==> src/periph_map_pkg.sv <==
// --------------------------------------------------------------------------
// memory map of the peripheral block: register counts, offsets, total size
// and the local offset width and type
// --------------------------------------------------------------------------

package periph_map_pkg;

    // registers per block
    localparam int unsigned hwi_size   = 2;
    localparam int unsigned exti_size  = 2;
    localparam int unsigned gpio_size  = 6;
    localparam int unsigned timer_size = 3;

    // first register of each block, relative to base_addr
    localparam int unsigned hwi_off   = 0;
    localparam int unsigned exti_off  = hwi_off + hwi_size;
    localparam int unsigned gpio_off  = exti_off + exti_size;
    localparam int unsigned timer_off = gpio_off + gpio_size;

    localparam int unsigned total_size = hwi_size + exti_size + gpio_size + timer_size;

    // enough bits to index every register of the block
    localparam int unsigned offset_width = $clog2(total_size);

    typedef logic [offset_width-1:0] offset_t;

endpackage

==> src/periph_reg_pkg.sv <==
// --------------------------------------------------------------------------
// register indices, field positions, interrupt numbering and hw info id
// --------------------------------------------------------------------------

package periph_reg_pkg;

    // hardware info
    localparam periph_map_pkg::offset_t hwi_id_reg     = periph_map_pkg::offset_t'(0);
    localparam periph_map_pkg::offset_t hwi_config_reg = periph_map_pkg::offset_t'(1);
    localparam logic [7:0] hw_id = 8'hA5;

    // interrupt controller
    localparam periph_map_pkg::offset_t exti_flags_reg = periph_map_pkg::offset_t'(0);
    localparam periph_map_pkg::offset_t exti_mask_reg  = periph_map_pkg::offset_t'(1);
    localparam int unsigned irq_gpio  = 0;
    localparam int unsigned irq_timer = 1;
    localparam int unsigned irq_count = 2;

    // gpio
    localparam periph_map_pkg::offset_t gpio_out_lo    = periph_map_pkg::offset_t'(0);
    localparam periph_map_pkg::offset_t gpio_out_hi    = periph_map_pkg::offset_t'(1);
    localparam periph_map_pkg::offset_t gpio_in_lo     = periph_map_pkg::offset_t'(2);
    localparam periph_map_pkg::offset_t gpio_in_hi     = periph_map_pkg::offset_t'(3);
    localparam periph_map_pkg::offset_t gpio_irq_en_lo = periph_map_pkg::offset_t'(4);
    localparam periph_map_pkg::offset_t gpio_irq_en_hi = periph_map_pkg::offset_t'(5);

    // timer
    localparam periph_map_pkg::offset_t timer_ctrl_reg  = periph_map_pkg::offset_t'(0);
    localparam periph_map_pkg::offset_t timer_reload_lo = periph_map_pkg::offset_t'(1);
    localparam periph_map_pkg::offset_t timer_reload_hi = periph_map_pkg::offset_t'(2);
    localparam int unsigned timer_ctrl_run = 0;

endpackage

==> src/periph_bus_if.sv <==
// --------------------------------------------------------------------------
// register bus between the address decoder and one peripheral
// --------------------------------------------------------------------------

`timescale 1ns/1ps

interface periph_bus_if;

    // local register index inside the peripheral
    periph_map_pkg::offset_t offset;
    logic [7:0]              wdata;
    // write strobe, already qualified by sel
    logic                    wr;
    logic                    sel;
    // zero whenever sel is low
    logic [7:0]              rdata;

    modport ctrl (
        output offset,
        output wdata,
        output wr,
        output sel,
        input  rdata
    );

    modport dev (
        input  offset,
        input  wdata,
        input  wr,
        input  sel,
        output rdata
    );

endinterface

==> src/periph_decoder.sv <==
// --------------------------------------------------------------------------
// address decoder: window match, per-peripheral selects and local offsets,
// read data merge and the hardware info registers
// --------------------------------------------------------------------------

`timescale 1ns/1ps

module periph_decoder #(
    parameter logic [15:0] base_addr  = 16'hFF00,
    parameter int          gpio_width = 16
) (
    input  logic        enable,
    input  logic [15:0] addr,
    input  logic [7:0]  data_in,
    input  logic        write_en,
    output logic [7:0]  data_out,
    periph_bus_if.ctrl  exti_bus,
    periph_bus_if.ctrl  gpio_bus,
    periph_bus_if.ctrl  timer_bus
);

    logic [15:0]             rel;
    logic                    hit;
    logic                    hwi_sel;
    logic                    exti_sel;
    logic                    gpio_sel;
    logic                    timer_sel;
    periph_map_pkg::offset_t hwi_offset;
    logic [7:0]              hwi_rdata;

    function automatic logic in_window(logic [15:0] r, int unsigned off, int unsigned size);
        return (r >= 16'(off)) && (r < 16'(off + size));
    endfunction

    // address relative to register 0 of the block
    assign rel = addr - base_addr;
    assign hit = enable && (addr >= base_addr) && (rel < 16'(periph_map_pkg::total_size));

    assign hwi_sel   = hit && in_window(rel, periph_map_pkg::hwi_off, periph_map_pkg::hwi_size);
    assign exti_sel  = hit && in_window(rel, periph_map_pkg::exti_off, periph_map_pkg::exti_size);
    assign gpio_sel  = hit && in_window(rel, periph_map_pkg::gpio_off, periph_map_pkg::gpio_size);
    assign timer_sel = hit && in_window(rel, periph_map_pkg::timer_off, periph_map_pkg::timer_size);

    assign hwi_offset = periph_map_pkg::offset_t'(rel - 16'(periph_map_pkg::hwi_off));

    assign exti_bus.sel    = exti_sel;
    assign exti_bus.offset = periph_map_pkg::offset_t'(rel - 16'(periph_map_pkg::exti_off));
    assign exti_bus.wdata  = data_in;
    assign exti_bus.wr     = write_en && exti_sel;

    assign gpio_bus.sel    = gpio_sel;
    assign gpio_bus.offset = periph_map_pkg::offset_t'(rel - 16'(periph_map_pkg::gpio_off));
    assign gpio_bus.wdata  = data_in;
    assign gpio_bus.wr     = write_en && gpio_sel;

    assign timer_bus.sel    = timer_sel;
    assign timer_bus.offset = periph_map_pkg::offset_t'(rel - 16'(periph_map_pkg::timer_off));
    assign timer_bus.wdata  = data_in;
    assign timer_bus.wr     = write_en && timer_sel;

    // id and config are constants, read only
    always_comb
    begin
        hwi_rdata = '0;
        if (hwi_sel)
        begin
            case (hwi_offset)
                periph_reg_pkg::hwi_id_reg:     hwi_rdata = periph_reg_pkg::hw_id;
                periph_reg_pkg::hwi_config_reg: hwi_rdata = 8'(gpio_width);
                default:                        hwi_rdata = '0;
            endcase
        end
    end

    assign data_out = hwi_rdata | exti_bus.rdata | gpio_bus.rdata | timer_bus.rdata;

endmodule

==> src/periph_exti.sv <==
// --------------------------------------------------------------------------
// interrupt controller: event flags, mask, masked cpu interrupt lines
// --------------------------------------------------------------------------

`timescale 1ns/1ps

module periph_exti (
    input  logic                                 clk,
    input  logic                                 arst_n,
    periph_bus_if.dev                            bus,
    input  logic                                 gpio_event,
    input  logic                                 timer_event,
    output logic [periph_reg_pkg::irq_count-1:0] ext_int
);

    logic [periph_reg_pkg::irq_count-1:0] flags_q;
    logic [periph_reg_pkg::irq_count-1:0] mask_q;
    logic [periph_reg_pkg::irq_count-1:0] events;
    logic [periph_reg_pkg::irq_count-1:0] clr;

    // one bit per source
    always_comb
    begin
        events = '0;
        events[periph_reg_pkg::irq_gpio]  = gpio_event;
        events[periph_reg_pkg::irq_timer] = timer_event;
    end

    // write one to clear
    always_comb
    begin
        clr = '0;
        if (bus.wr && (bus.offset == periph_reg_pkg::exti_flags_reg))
        begin
            clr = bus.wdata[periph_reg_pkg::irq_count-1:0];
        end
    end

    always_ff @(posedge clk or negedge arst_n)
    begin
        if (!arst_n)
        begin
            flags_q <= '0;
            mask_q  <= '0;
        end
        else
        begin
            // a new event beats a clear in the same cycle
            flags_q <= (flags_q & ~clr) | events;
            if (bus.wr && (bus.offset == periph_reg_pkg::exti_mask_reg))
            begin
                mask_q <= bus.wdata[periph_reg_pkg::irq_count-1:0];
            end
        end
    end

    assign ext_int = flags_q & mask_q;

    always_comb
    begin
        bus.rdata = '0;
        if (bus.sel)
        begin
            case (bus.offset)
                periph_reg_pkg::exti_flags_reg: bus.rdata = 8'(flags_q);
                periph_reg_pkg::exti_mask_reg:  bus.rdata = 8'(mask_q);
                default:                        bus.rdata = '0;
            endcase
        end
    end

endmodule

==> src/periph_gpio.sv <==
// --------------------------------------------------------------------------
// gpio: output and irq enable registers, input synchronizer, edge events
// --------------------------------------------------------------------------

`timescale 1ns/1ps

module periph_gpio #(
    parameter int gpio_width = 16
) (
    input  logic                  clk,
    input  logic                  arst_n,
    periph_bus_if.dev             bus,
    input  logic [gpio_width-1:0] gpi,
    output logic [gpio_width-1:0] gpo,
    output logic                  gpio_event
);

    logic [gpio_width-1:0] out_q;
    logic [gpio_width-1:0] irq_en_q;
    logic [gpio_width-1:0] sync1_q;
    logic [gpio_width-1:0] sync2_q;
    logic [gpio_width-1:0] prev_q;
    logic [gpio_width-1:0] rise;
    logic [15:0]           out_w;
    logic [15:0]           in_w;
    logic [15:0]           irq_en_w;

    // zero-extended 16-bit views, unused pins read as zero
    assign out_w    = 16'(out_q);
    assign in_w     = 16'(sync2_q);
    assign irq_en_w = 16'(irq_en_q);

    always_ff @(posedge clk or negedge arst_n)
    begin
        if (!arst_n)
        begin
            out_q    <= '0;
            irq_en_q <= '0;
        end
        else if (bus.wr)
        begin
            case (bus.offset)
                periph_reg_pkg::gpio_out_lo:    out_q    <= gpio_width'({out_w[15:8], bus.wdata});
                periph_reg_pkg::gpio_out_hi:    out_q    <= gpio_width'({bus.wdata, out_w[7:0]});
                periph_reg_pkg::gpio_irq_en_lo: irq_en_q <= gpio_width'({irq_en_w[15:8], bus.wdata});
                periph_reg_pkg::gpio_irq_en_hi: irq_en_q <= gpio_width'({bus.wdata, irq_en_w[7:0]});
                default: ;
            endcase
        end
    end

    // two-flop synchronizer plus one stage of history for edge detection
    always_ff @(posedge clk or negedge arst_n)
    begin
        if (!arst_n)
        begin
            sync1_q    <= '0;
            sync2_q    <= '0;
            prev_q     <= '0;
            gpio_event <= 1'b0;
        end
        else
        begin
            sync1_q    <= gpi;
            sync2_q    <= sync1_q;
            prev_q     <= sync2_q;
            gpio_event <= |rise;
        end
    end

    assign rise = sync2_q & ~prev_q & irq_en_q;

    always_comb
    begin
        bus.rdata = '0;
        if (bus.sel)
        begin
            case (bus.offset)
                periph_reg_pkg::gpio_out_lo:    bus.rdata = out_w[7:0];
                periph_reg_pkg::gpio_out_hi:    bus.rdata = out_w[15:8];
                periph_reg_pkg::gpio_in_lo:     bus.rdata = in_w[7:0];
                periph_reg_pkg::gpio_in_hi:     bus.rdata = in_w[15:8];
                periph_reg_pkg::gpio_irq_en_lo: bus.rdata = irq_en_w[7:0];
                periph_reg_pkg::gpio_irq_en_hi: bus.rdata = irq_en_w[15:8];
                default:                        bus.rdata = '0;
            endcase
        end
    end

    assign gpo = out_q;

endmodule

==> src/periph_subsystem.sv <==
// --------------------------------------------------------------------------
// peripheral block top level: decoder, gpio, timer and interrupt controller
// --------------------------------------------------------------------------

`timescale 1ns/1ps

module periph_subsystem #(
    parameter logic [15:0] base_addr  = 16'hFF00,
    parameter int          gpio_width = 16
) (
    input  logic                                 clk,
    input  logic                                 arst_n,
    input  logic                                 enable,
    input  logic [15:0]                          addr,
    input  logic [7:0]                           data_in,
    input  logic                                 write_en,
    output logic [7:0]                           data_out,
    input  logic [15:0]                          gpi,
    output logic [15:0]                          gpo,
    output logic [periph_reg_pkg::irq_count-1:0] ext_int
);

    logic                  gpio_event;
    logic                  timer_event;
    logic [gpio_width-1:0] gpo_pins;

    periph_bus_if exti_bus ();
    periph_bus_if gpio_bus ();
    periph_bus_if timer_bus ();

    periph_decoder #(
        .base_addr  (base_addr),
        .gpio_width (gpio_width)
    ) u_decoder (
        .enable    (enable),
        .addr      (addr),
        .data_in   (data_in),
        .write_en  (write_en),
        .data_out  (data_out),
        .exti_bus  (exti_bus),
        .gpio_bus  (gpio_bus),
        .timer_bus (timer_bus)
    );

    periph_gpio #(
        .gpio_width (gpio_width)
    ) u_gpio (
        .clk        (clk),
        .arst_n     (arst_n),
        .bus        (gpio_bus),
        .gpi        (gpi[gpio_width-1:0]),
        .gpo        (gpo_pins),
        .gpio_event (gpio_event)
    );

    // pins above gpio_width stay low
    assign gpo = 16'(gpo_pins);

    periph_timer u_timer (
        .clk         (clk),
        .arst_n      (arst_n),
        .bus         (timer_bus),
        .timer_event (timer_event)
    );

    periph_exti u_exti (
        .clk         (clk),
        .arst_n      (arst_n),
        .bus         (exti_bus),
        .gpio_event  (gpio_event),
        .timer_event (timer_event),
        .ext_int     (ext_int)
    );

endmodule

==> src/periph_timer.sv <==
// --------------------------------------------------------------------------
// timer: run control, 16-bit reload register and reloading down-counter
// --------------------------------------------------------------------------

`timescale 1ns/1ps

module periph_timer (
    input  logic      clk,
    input  logic      arst_n,
    periph_bus_if.dev bus,
    output logic      timer_event
);

    logic        run_q;
    logic        loaded_q;
    logic [15:0] reload_q;
    logic [15:0] count_q;
    logic        ctrl_wr;

    assign ctrl_wr = bus.wr && (bus.offset == periph_reg_pkg::timer_ctrl_reg);

    always_ff @(posedge clk or negedge arst_n)
    begin
        if (!arst_n)
        begin
            reload_q <= '0;
        end
        else if (bus.wr)
        begin
            case (bus.offset)
                periph_reg_pkg::timer_reload_lo: reload_q[7:0]  <= bus.wdata;
                periph_reg_pkg::timer_reload_hi: reload_q[15:8] <= bus.wdata;
                default: ;
            endcase
        end
    end

    // any ctrl write restarts from reload on the next cycle
    always_ff @(posedge clk or negedge arst_n)
    begin
        if (!arst_n)
        begin
            run_q       <= 1'b0;
            loaded_q    <= 1'b0;
            count_q     <= '0;
            timer_event <= 1'b0;
        end
        else
        begin
            timer_event <= 1'b0;
            if (ctrl_wr)
            begin
                run_q    <= bus.wdata[periph_reg_pkg::timer_ctrl_run];
                loaded_q <= 1'b0;
            end
            else if (run_q)
            begin
                if (!loaded_q)
                begin
                    count_q  <= reload_q;
                    loaded_q <= 1'b1;
                end
                else if (count_q == 16'd0)
                begin
                    // terminal count, period is reload + 1
                    count_q     <= reload_q;
                    timer_event <= 1'b1;
                end
                else
                begin
                    count_q <= count_q - 16'd1;
                end
            end
        end
    end

    always_comb
    begin
        bus.rdata = '0;
        if (bus.sel)
        begin
            case (bus.offset)
                periph_reg_pkg::timer_ctrl_reg:  bus.rdata[periph_reg_pkg::timer_ctrl_run] = run_q;
                periph_reg_pkg::timer_reload_lo: bus.rdata = reload_q[7:0];
                periph_reg_pkg::timer_reload_hi: bus.rdata = reload_q[15:8];
                default:                         bus.rdata = '0;
            endcase
        end
    end

endmodule

==> config.mk <==
export PLATFORM = sky130hd
export DESIGN_NAME = periph_subsystem
export DESIGN_NICKNAME = d
export VERILOG_FILES = /design/src/periph_map_pkg.sv /design/src/periph_reg_pkg.sv /design/src/periph_bus_if.sv /design/src/periph_decoder.sv /design/src/periph_exti.sv /design/src/periph_gpio.sv /design/src/periph_subsystem.sv /design/src/periph_timer.sv
export SDC_FILE = /design/constraint.sdc
export NUM_CORES = 1
export LEC_CHECK = 0
export BUFFER_PORTS_ARGS = -buffer_cell sky130_fd_sc_hd__clkbuf_2
export CAP_MARGIN = 10
export CELL_PAD_IN_SITES_DETAIL_PLACEMENT = 0
export CELL_PAD_IN_SITES_GLOBAL_PLACEMENT = 1
export CORE_MARGIN = 10
export CORE_UTILIZATION = 35
export DETAILED_ROUTE_END_ITERATION = 8
export PLACE_DENSITY_LB_ADDON = 0.1
export SLEW_MARGIN = 10
export SYNTH_ARGS = -nofsm -noshare
export SYNTH_HDL_FRONTEND = slang
export SYNTH_SLANG_ARGS = --single-unit
==> constraint.sdc <==
create_clock -name clk -period 5.5 [get_ports clk]
set_input_delay 1.1 -clock clk [delete_from_list [all_inputs] [get_ports clk]]
set_output_delay 1.1 -clock clk [all_outputs]
set_load 0.01 [all_outputs]
==> key figures, run 1 <==
Pwr
  • Int Power: 1.63 mW
  • Switching share of power: 24.2%
  • NetSw: 519 uW
  • Register share of total power: 43.4%
  • Combinational power share: 5.5%
  • Power Density: 334 mW/mm^2
  • Clock power frac: 51.1%
  • Pwr Total: 2.15 mW
  • Maximum vdd drop: 0.210 mV
  • Leakage: 3.02 nW

Synth
  • EDFF count, synth: 0
  • Synth Flop Type: dfrtp_1
  • XOR/XNOR share of the synthesized area: 0.165%
  • Post-synthesis mux area share: 10.6%
  • Synthesized-area fraction occupied by adder cells: 1.18%
  • Top cells by area, synth: dfrtp_1 57%, mux2_2 8.5%, nand2_1 5.6%
  • Combinational family with the most area after synthesis: compound AO/OA/AOI/OAI gates
  • Count leader, synth: dfrtp_1
  • Unique cell type count in the Yosys netlist: 51
  • Mapped Cells: 484
  • Simple-Gate Fraction of Synth Area: 14.5%
  • Synthesized cell area: 0.00531 mm^2
  • Mapped Avg Cell Area: 11.0 um^2
  • Post-Syn Nets: 533
  • Synthesis warning total: 0
  • Commonest cells in the synthesized netlist: 120 x dfrtp_1, 79 x nand2_1, 40 x mux2_2
  • FF+latch count, synth: 120
  • Sequential area share after synthesis: 56.6%
  • Top cell type's share of synthesized area: 56.6%
  • Post-synthesis compound-gate area fraction: 14.5%
  • Area leader, netlist: dfrtp_1
  • FFs w/ async S/R, synth: 100%

Placed design
  • IO buf count: 69
  • Placed Cells: 721
  • Placer Congestion: 0.852
  • DP Wirelength: 11,400 um

Global route
  • GRT Overall Usage: 16.0%
  • First-pass GRT wire length: 24,800 um
  • Initial antenna violation count: 0
  • Vias in the first global route: 4,176
  • Remaining Overflow, GRT: 0
  • Largest net degree at the start of global routing: 65

STA
  • Hold Vio Cnt, Final: 0
  • Setup repair after global routing missed its margin: false
  • Tightest Pin Transition: 0.873 ns
  • Period Utilization, post-route: 80.3%
  • Setup Skew: 0.00543 ns
  • Setup violations, final: 0
  • Post-route minimum period: 4.41 ns
  • F_max: 227 MHz
  • Slew HR: 41.3%
  • Slew Viols, Final: 0
  • Setup TNS: 0 ns

Floorplan
  • Die extent in y: 143 um
  • Num rows: 44
  • Chip width: 143 um
  • Total core area: 0.0147 mm^2
  • Top-level I/O count: 70
  • Die area: 0.0205 mm^2
  • Initial Util: 36.1%

Clocking
  • CTS buffer count: 17
  • CTS tree: built
  • Post-cts sizing count: 0
  • Post-CTS Setup Bufs: 0
  • CTS sink count: 120
  • Clk buf depth: 2
  • Hold_buf cts: 0
  • # H-tree levels: 4
  • CTS clk-pin slew, worst paths: 0.05 ns
  • Clock latency on the worst-skew pair: 0.42 ns
  • Clock root cell: clkbuf_16

Worst setup path
  • WP data required: 4.40 ns
  • Crit path to: data_out[7]
  • Reg2reg end: u_timer.count_q[3]
  • Worst R2R Setup Slack: 2.83 ns
  • CP max-delay cell: nor4bb_1
  • Ordered cell list for the critical path: clkbuf_2 > o211ai_1 > nor4bb_1 > nand2_1 > a31oi_1 > clkbuf_2
  • Crit path max fanout: 25
  • CP Launch Point: addr[0]
  • Critical Path Sink Type: output port
  • Worst path bufs/invs: 2
  • Crit. path cell count: 6
  • Path depth of the worst reg2reg path: 5
  • Most used cell, CP: clkbuf_2
  • Worst Setup Start Kind: input pin
  • Crit path kind: input pin to output port
  • CP delay by family, top: simple AND/OR/NAND/NOR gates
  • Slowest cell delay on critical path: 0.59 ns
  • Worst path arrival time: 3.31 ns
  • R2R Path Start: u_timer.count_q[7]

Final layout
  • Diodes inserted: 0
  • Fin nets: 605
  • Filler cell count in the final layout: 1,406
  • Final Util: 43.7%
  • P&R area growth vs syn: 21.1%
  • Total area of sequential cells: 0.00300 mm^2
  • Area of the multi-input gates: 0.00218 mm^2
  • Layout cell share with drive strength beyond 1: 26.9%
  • Number of cells in the finished layout apart from fillers: 752

Route
  • First DRT Iteration DRCs: 312
  • Vias: 4,085
  • Remaining DRCs: 0
  • DR pass1 iterations: 5
  • Final WL: 15,800 um
  • DR vias/cell: 5.43
  • Per-cell routed wire length: 21.0 um
  • DRT antenna net count: 0

Status
  • Status: finished, final reports clean

Hold path
  • Worst min-delay path class: flip-flop to flip-flop
  • Hold path start: u_gpio.sync1_q[7]

Run
  • Max-cap viol count: 0
## through the flow
stage               hold slack [ns]  area (um^2)  setup WS (ns)
detailed placement            0.335         5840           1.13
CTS                           0.348         6420           1.13
global route                  0.357         6420          0.900
global placement              0.333         5840           1.24
floorplan                     0.331         5310           1.28
finish                        0.345         6420           1.09
## layer usage
metal  part of all wire (%)  global-route usage, %  up-vias
li1                       -                      -     1922
met1                     48                   22.6     2011
met2                     43                   22.7      132
met3                    6.8                   4.81       20
met4                    1.5                   5.43        0
met5                      0                      0        -
## placed cells by master, fill, tap and decap left out, types with 2 or more instances in the layout
| cell type | instances |
|---|---|
| nor3_1 | 7 |
| and3_1 | 5 |
| mux2i_1 | 9 |
| or4_1 | 5 |
| nor2_1 | 12 |
| o21ai_0 | 39 |
| a2bb2oi_1 | 3 |
| inv_6 | 4 |
| ha_1 | 5 |
| nand3_1 | 11 |
| nand4b_1 | 3 |
| clkinvlp_4 | 3 |
| o31ai_1 | 4 |
| nor3b_1 | 2 |
| a221oi_1 | 3 |
| dfrtp_1 | 120 |
| nand4_1 | 9 |
| a22o_1 | 12 |
| a222oi_1 | 3 |
| a31oi_1 | 4 |
| clkinv_4 | 2 |
| and2_1 | 4 |
| inv_1 | 7 |
| clkbuf_16 | 17 |
| clkbuf_2 | 68 |
| bufinv_16 | 2 |
| nand2_1 | 79 |
| clkinv_2 | 2 |
| a21o_1 | 2 |
| o2bb2ai_1 | 2 |
| a21oi_1 | 27 |
| buf_4 | 8 |
| o22ai_1 | 8 |
| nor4_1 | 5 |
| mux2_2 | 40 |
| nor2b_1 | 4 |
| a22oi_1 | 6 |
| nand2b_1 | 3 |
## worst min-delay path by stage
stage,to,cells past startpoint
floorplan,u_gpio.in_w[0],0
global placement,u_gpio.in_w[3],0
detailed placement,u_gpio.in_w[1],0
CTS,u_gpio.in_w[1],0
global route,u_gpio.in_w[13],0
finish,u_gpio.in_w[7],0
## worst register-to-register path: cells and delay by family, from the launching register on
kind,cells,cell delay (ns)
AND/OR/NAND/NOR,1,0.67
AO/OA/AOI/OAI,2,0.99
buffers and inverters,1,0.33
flip-flops,1,0.43
multiplexers,1,0.14
## logic make-up after synthesis
| logic type | count (synthesis) |
|---|---|
| simple gates | 157 |
| compound gates | 121 |
| flops | 120 |
| mux | 50 |
| buf+inv | 30 |
| fa+ha+maj | 5 |
| xor+xnor | 1 |
## state kept, by name, summed over array words and instances (netlist names)
name                 count
u_timer.count_q         16
u_gpio.sync1_q          16
u_exti.mask_q            2
u_gpio.prev_q           16
u_exti.flags_q           2
u_timer.timer_event      1
u_gpio.irq_en_q         16
u_timer.run_q            1
u_gpio.gpo              16
u_timer.loaded_q         1
u_gpio.gpio_event        1
u_gpio.in_w             16
u_timer.reload_q        16
## power groups by stage
stage                     clock network [mW]  registers (mW)  logic (mW)
after CTS                               1.12           0.933       0.120
after global routing                    1.16           0.937       0.133
after global placement                     0           0.948       0.117
after floorplan                            0           0.941      0.0582
final                                   1.10           0.933       0.118
after detailed placement                   0           0.948       0.119
## cell type report
| type | count | area share (%) |
|---|---|---|
| inverters | 7 | 0.409 |
| well taps | 184 | 3.58 |
| clock inverters | 13 | 2.26 |
| multi-input cells | 334 | 33.9 |
| repair buffers | 76 | 6.23 |
| flip-flops and latches | 120 | 46.7 |
| clock buffers | 18 | 6.84 |
No activity file was read; power rests on OpenSTA's default activity.
==> inputs of run 2 (changes only) <==
clock period = 4.4 ns   (was 5.5 ns; I/O delays follow)
==> run 2 against run 1 <==
  * Clock skew fell by 0.0011 ns
  * Count of clock-buffer cells in the layout rose by 1
  * Routed wire length rose by 0.33%
  * Combinational power rose by 29%
  * Worst setup slack got worse by 0.49 ns
  * Global-route usage rose by 0.077 points
  * Non-clock buffer count rose by 6
==> key figures, run 2 (synthesis gave the netlist of run 1 again) <==
Status
  • Status: finished, final reports clean

Worst setup path
  • Worst Setup Start Kind: input pin
  • WP data required: 3.52 ns (-0.88 ns)
  • Worst path arrival time: 2.92 ns (-0.39 ns)
  • Worst path bufs/invs: 2 (unchanged)
  • Reg2reg end: u_timer.count_q[6]
  • Most used cell, CP: clkbuf_2
  • CP delay by family, top: simple AND/OR/NAND/NOR gates
  • Crit path max fanout: 8 (-68%)
  • Critical Path Sink Type: output port
  • Ordered cell list for the critical path: clkbuf_2 > o211ai_1 > nor4bb_1 > nand2_1 > a31oi_1 > clkbuf_2
  • Slowest cell delay on critical path: 0.68 ns (+0.09 ns)
  • R2R Path Start: u_timer.count_q[0]
  • CP max-delay cell: nor4bb_1
  • Path depth of the worst reg2reg path: 8 (+3)
  • Worst R2R Setup Slack: 1.80 ns (-1.03 ns)
  • Crit path kind: input pin to output port

Clocking
  • Clk buf depth: 2 (unchanged)
  • CTS tree: built
  • CTS clk-pin slew, worst paths: 0.06 ns (about the same)
  • Clock latency on the worst-skew pair: 0.41 ns (about the same)
  • # H-tree levels: 4 (unchanged)
  • Clock root cell: clkbuf_16
  • Post-CTS Setup Bufs: 0 (unchanged)
  • Post-cts sizing count: 0 (unchanged)
  • CTS sink count: 120 (unchanged)
  • CTS buffer count: 17 (unchanged)
  • Hold_buf cts: 0 (unchanged)

Pwr
  • Power Density: 423 mW/mm^2 (+27%)
  • Maximum vdd drop: 0.278 mV (+32%)
  • Leakage: 3.07 nW (+1.7%)

Route
  • DRT antenna net count: 0 (unchanged)
  • Per-cell routed wire length: 20.8 um (-0.60%)
  • DR vias/cell: 5.41 (-0.39%)
  • First DRT Iteration DRCs: 384 (+23%)
  • DR pass1 iterations: 5 (unchanged)
  • Final WL: 15,800 um (+0.33%)
  • Remaining DRCs: 0 (unchanged)
  • Vias: 4,107 (+0.54%)

Placed design
  • Post-Place Setup Slack: 0.783 ns (-0.345 ns)
  • IO buf count: 69 (unchanged)
  • DP Wirelength: 11,500 um (+0.43%)
  • Placed Cells: 727 (+0.83%)
  • Placer Congestion: 0.811 (-4.8%)

STA
  • Setup violations, final: 0 (unchanged)
  • Setup repair after global routing missed its margin: false
  • Setup TNS: 0 ns (unchanged)
  • Hold Vio Cnt, Final: 0 (unchanged)
  • Post-route minimum period: 3.80 ns
  • Setup WS post-layout: 0.597 ns (-0.489 ns)
  • F_max: 263 MHz
  • Tightest Pin Transition: 0.932 ns (+0.0595 ns)
  • Slew Viols, Final: 0 (unchanged)
  • Slew HR: 37.8% (-3.4 points)
  • Period Utilization, post-route: 86.4%
  • Hold WS: 0.346 ns (+0.00118 ns)
  • Setup Skew: 0.00432 ns (-0.00111 ns)

Global route
  • Remaining Overflow, GRT: 0 (unchanged)
  • GRT Overall Usage: 16.1% (+0.077 points)
  • Largest net degree at the start of global routing: 75 (+15%)
  • GRT met1 Usage: 22.3% (-0.33 points)
  • Vias in the first global route: 4,226 (+1.2%)
  • Met2 usage: 24.0% (+1.3 points)
  • Initial antenna violation count: 0 (unchanged)
  • Busiest grt layer: met2
  • Global routing met3 resource utilization: 4.88% (+0.066 points)
  • First-pass GRT wire length: 25,000 um (+0.94%)

Hold path
  • Worst Hold Path EP: u_gpio.in_w[3]
  • Hold depth: 0 (unchanged)
  • Hold path start: u_gpio.sync1_q[3]
  • Worst min-delay path class: flip-flop to flip-flop

Final layout
  • Fin nets: 611 (+0.99%)
  • Diodes inserted: 0 (unchanged)
  • Layout cell share with drive strength beyond 1: 27.8% (+0.89 points)
  • Most common cell after layout, fill and taps aside: dfrtp_1
  • Final Util: 44.3% (+0.62 points)
  • P&R area growth vs syn: 22.8%
  • Number of cells in the finished layout apart from fillers: 759 (+0.93%)
  • Commonest cells after routing, fill and taps aside: 120 x dfrtp_1, 79 x nand2_1, 68 x clkbuf_2, 40 x mux2_2, 39 x o21ai_0

Floorplan
  • Chip width: 143 um (unchanged)
  • Num rows: 44 (unchanged)
  • Die area: 0.0205 mm^2 (unchanged)
  • Total core area: 0.0147 mm^2 (unchanged)
  • Top-level I/O count: 70 (unchanged)
  • Die extent in y: 143 um (unchanged)
  • Initial Util: 36.1% (unchanged)

Run
  • Max-cap viol count: 0 (unchanged)
-- run 2: final cells by class --
| cell class | instances | area [um^2] |
|---|---|---|
| Multi-Input combinational cell | 334 | 2190 |
| Fill cell | 1409 | 8180 |
| Timing Repair Buffer | 82 | 445 |
| Sequential cell | 120 | 3000 |
| Inverter | 7 | 26.3 |
| Tap cell | 184 | 230 |
| Clock inverter | 13 | 166 |
| Clock buffer | 19 | 453 |
-- run 2: worst max-delay path by stage --
stage / start / end / depth (start not counted)
final: addr[1] / data_out[5] / 6
after global routing: addr[1] / data_out[5] / 6
after CTS: addr[1] / data_out[7] / 6
after detailed placement: addr[1] / data_out[7] / 6
after global placement: addr[1] / data_out[7] / 6
after floorplan: addr[1] / data_out[5] / 9
-- run 2: metal layers --
metal,up-vias,share of wire (%)
li1,1939,-
met1,2042,49
met2,118,45
met3,8,5.3
met4,0,0.54
met5,-,0
-- run 2: power breakdown --
group	total, mW	switching (mW)	internal (mW)
Combinational	0.152	0.103	0.0489
Clock	1.44	0.516	0.926
Sequential	1.17	0.0270	1.14
-- run 2: per-stage QoR --
step	power, mW	area (um^2)
2_1_floorplan	1.25	5310
3_3_place_gp	1.33	5880
3_5_place_dp	1.34	5880
4_1_cts	2.79	6500
5_1_grt	2.86	6520
6_report	2.76	6520
==> inputs of run 3 (changes only) <==
ABC_AREA = 1   (was unset)
==> run 3 against run 2 <==
  * Total power is 2.8% lower
  * Synthesized cell count up 39%
  * Sequential share of layout area decreased by 2.5 points
  * Count of clock-buffer cells in the layout stayed put
  * Sequential power is essentially flat
  * Area after synthesis increased by 7.1%
  * Critical path depth grew 6
  * Critical endpoint is now data_out[4]
  * Largest power group unchanged
  * Highest routed layer unchanged
==> key figures, run 3 <==
Global route
  • GRT Overall Usage: 15.1% (-1.0 points)
  • Remaining Overflow, GRT: 0 (unchanged)
  • Initial antenna violation count: 0 (unchanged)
  • Vias in the first global route: 4,759 (+13%)
  • First-pass GRT wire length: 26,000 um (+4.1%)
  • Largest net degree at the start of global routing: 121 (+61%)

Worst setup path
  • Crit. path cell count: 12 (+6)
  • Crit path max fanout: 8 (unchanged)
  • Ordered cell list for the critical path: clkbuf_2 > ha_1 > nand2_1 > nor2_2 > nand2_1 > nor2_1 > nand3_4 > nor2_2 > and2_1 > nand3_1 > nand3_1 > clkbuf_2
  • Worst path bufs/invs: 2 (unchanged)
  • Critical Path Sink Type: output port
  • Worst Setup Start Kind: input pin
  • Crit path kind: input pin to output port
  • CP max-delay cell: and2_1
  • Path depth of the worst reg2reg path: 12 (+4)
  • CP delay by family, top: simple AND/OR/NAND/NOR gates
  • Slowest cell delay on critical path: 0.39 ns (-0.29 ns)
  • WP data required: 3.52 ns (about the same)
  • Worst path arrival time: 2.95 ns (+0.03 ns)

Synth
  • Synthesized cell area: 0.00568 mm^2 (+7.1%)
  • EDFF count, synth: 0 (unchanged)
  • Mapped Cells: 673 (+39%)
  • Unique cell type count in the Yosys netlist: 42 (-18%)
  • FFs w/ async S/R, synth: 100% (unchanged)
  • Post-Syn Nets: 724 (+36%)
  • Synthesis warning total: 0 (unchanged)
  • Synth Flop Type: dfrtp_1
  • Sequential area share after synthesis: 52.9% (-3.7 points)
  • Commonest cells in the synthesized netlist: 212 x nand2_1, 120 x dfrtp_1, 59 x inv_1
  • Count leader, synth: nand2_1
  • FF+latch count, synth: 120 (unchanged)
  • Mapped Avg Cell Area: 8.44 um^2 (-23%)
  • Top cell type's share of synthesized area: 52.9% (-3.7 points)
  • Area leader, netlist: dfrtp_1
  • Top cells by area, synth: dfrtp_1 53%, nand2_1 14%, nand3_1 4.8%

Clocking
  • Clock root cell: clkbuf_16
  • Clock latency on the worst-skew pair: 0.41 ns (about the same)
  • CTS clk-pin slew, worst paths: 0.05 ns (about the same)
  • CTS tree: built
  • Clk buf depth: 2 (unchanged)
  • Hold_buf cts: 0 (unchanged)
  • CTS buffer count: 17 (unchanged)
  • CTS sink count: 120 (unchanged)
  • # H-tree levels: 4 (unchanged)
  • Post-CTS Setup Bufs: 0 (unchanged)
  • Post-cts sizing count: 0 (unchanged)

Final layout
  • Fin nets: 805 (+32%)
  • Final Util: 43.4% (-0.91 points)
  • Filler cell count in the final layout: 1,642 (+17%)
  • Layout cell share with drive strength beyond 1: 16.0% (-12 points)
  • Total area of sequential cells: 0.00300 mm^2 (unchanged)
  • Most common cell after layout, fill and taps aside: nand2_1
  • Final Cell Area: 0.00690 mm^2 (+5.8%)
  • Number of cells in the finished layout apart from fillers: 983 (+30%)
  • Area of the multi-input gates: 0.00235 mm^2 (+7.2%)
  • Diodes inserted: 0 (unchanged)
  • P&R area growth vs syn: 21.4%
  • Commonest cells after routing, fill and taps aside: 212 x nand2_1, 120 x dfrtp_1, 68 x clkbuf_2, 59 x inv_1, 55 x nand3_1

STA
  • Period Utilization, post-route: 86.9% (+0.51 points)
  • F_max: 261 MHz (-0.58%)
  • Hold Vio Cnt, Final: 0 (unchanged)
  • Setup violations, final: 0 (unchanged)
  • Setup TNS: 0 ns (unchanged)
  • Setup Skew: 0.00685 ns (+0.00253 ns)
  • Slew HR: 49.9% (+12 points)
  • Setup repair after global routing missed its margin: false
  • Tightest Pin Transition: 0.750 ns (-0.183 ns)
  • Post-route minimum period: 3.83 ns (+0.0223 ns)
  • Slew Viols, Final: 0 (unchanged)

Placed design
  • Placer Congestion: 0.873 (+7.6%)
  • Post-DP Area: 0.00628 mm^2 (+6.8%)
  • IO buf count: 69 (unchanged)
  • Placed Cells: 951 (+31%)
  • DP Wirelength: 12,200 um (+5.9%)

Route
  • DRT antenna net count: 0 (unchanged)
  • Remaining DRCs: 0 (unchanged)
  • DR vias/cell: 4.97 (-8.2%)
  • Routed wl met3: 870 um (+3.7%)
  • Per-cell routed wire length: 16.6 um (-20%)
  • Final WL: 16,300 um (+3.1%)
  • Vias: 4,882 (+19%)
  • Met1 WL: 7930 um (+1.6%)
  • Max layer used: met4
  • Met2 WL post-DR: 7240 um (+2.0%)
  • DR pass1 iterations: 5 (unchanged)
  • First DRT Iteration DRCs: 261 (-32%)

Floorplan
  • Total core area: 0.0159 mm^2 (+8.1%)
  • Chip width: 147 um (+3.0%)
  • Die area: 0.0217 mm^2 (+6.1%)
  • Die extent in y: 147 um (+3.0%)
  • Initial Util: 35.8% (-0.33 points)
  • Num rows: 46 (+4.5%)
  • Top-level I/O count: 70 (unchanged)

Hold path
  • Hold depth: 0 (unchanged)
  • Worst min-delay path class: flip-flop to flip-flop

Status
  • Status: finished, final reports clean

Run
  • Max-cap viol count: 0 (unchanged)

Pwr
  • Power Density: 389 mW/mm^2 (-8.2%)
  • Maximum vdd drop: 0.267 mV (-3.9%)
  • Leakage: 3.47 nW (+13%)
## run 3: worst paths after layout
| path | startpoint | end | slack (ns) |
|---|---|---|---|
| max in group asynchronous | arst_n | u_gpio.sync1_q[5] | 3.34 |
| worst min-delay path | u_gpio.sync1_q[12] | u_gpio.in_w[12] | 0.35 |
| worst min register to register | u_gpio.sync1_q[12] | u_gpio.in_w[12] | 0.35 |
| worst max register to register | u_timer.count_q[0] | u_timer.count_q[3] | 2.12 |
| worst max-delay path | addr[9] | data_out[4] | 0.57 |
| min in group asynchronous | arst_n | u_gpio.gpo[1] | 0.52 |
## run 3: power breakdown
group	total (mW)	switching, mW	internal, mW
combinational	0.119	0.0850	0.0338
sequential	1.14	0.0110	1.13
clock	1.43	0.514	0.912
total	2.68	0.610	2.07
## run 3: cell families (layout without fill, tap and decap cells)
group                      count (synthesis)  in the layout  synth area share (%)
and+or+nand+nor                          353            353                  27.2
DFF                                      120            120                  52.9
AOI/OAI and AO/OA                         94             94                  9.58
buffers and inverters                     80            174                  5.81
xor gates and xnor gates                  13             13                  2.00
adders and majority gates                  7              7                  1.54
muxes                                      6              6                  1.06
## run 3: metrics by stage
stage	power [mW]	hold slack, ns	setup slack [ns]
3_5_place_dp	1.28	0.335	0.582
3_3_place_gp	1.28	0.333	0.633
2_1_floorplan	1.20	0.331	1.15
6_report	2.68	0.346	0.574
5_1_grt	2.78	0.354	0.376
4_1_cts	2.71	0.347	0.576
## run 3: area by class of cell
cell class | count | area share (%)
timing repair buffer | 76 | 5.99
multi-input combinational | 473 | 34.1
tap | 216 | 3.92
inverter | 66 | 3.59
clock inverter | 13 | 2.47
sequential | 120 | 43.5
clock buffer | 19 | 6.42
## run 3: worst reg2reg max path, cell delays in order (launching register included)
cell and delay, ns:
dfrtp_1 0.44, inv_1 0.15, ha_1 0.18, nand2_1 0.06, nor4_1 0.21, nand2_1 0.13, nand2_1 0.08, buf_4 0.23
inv_1 0.26, nor2_1 0.21, a31oi_1 0.06, nand3_1 0.09, nand2_1 0.06
## run 3: layer usage
layer	track usage, %	vias to the layer above
li1	-	2376
met1	20.9	2335
met2	22.4	146
met3	3.69	25
met4	5.30	0
met5	0	-
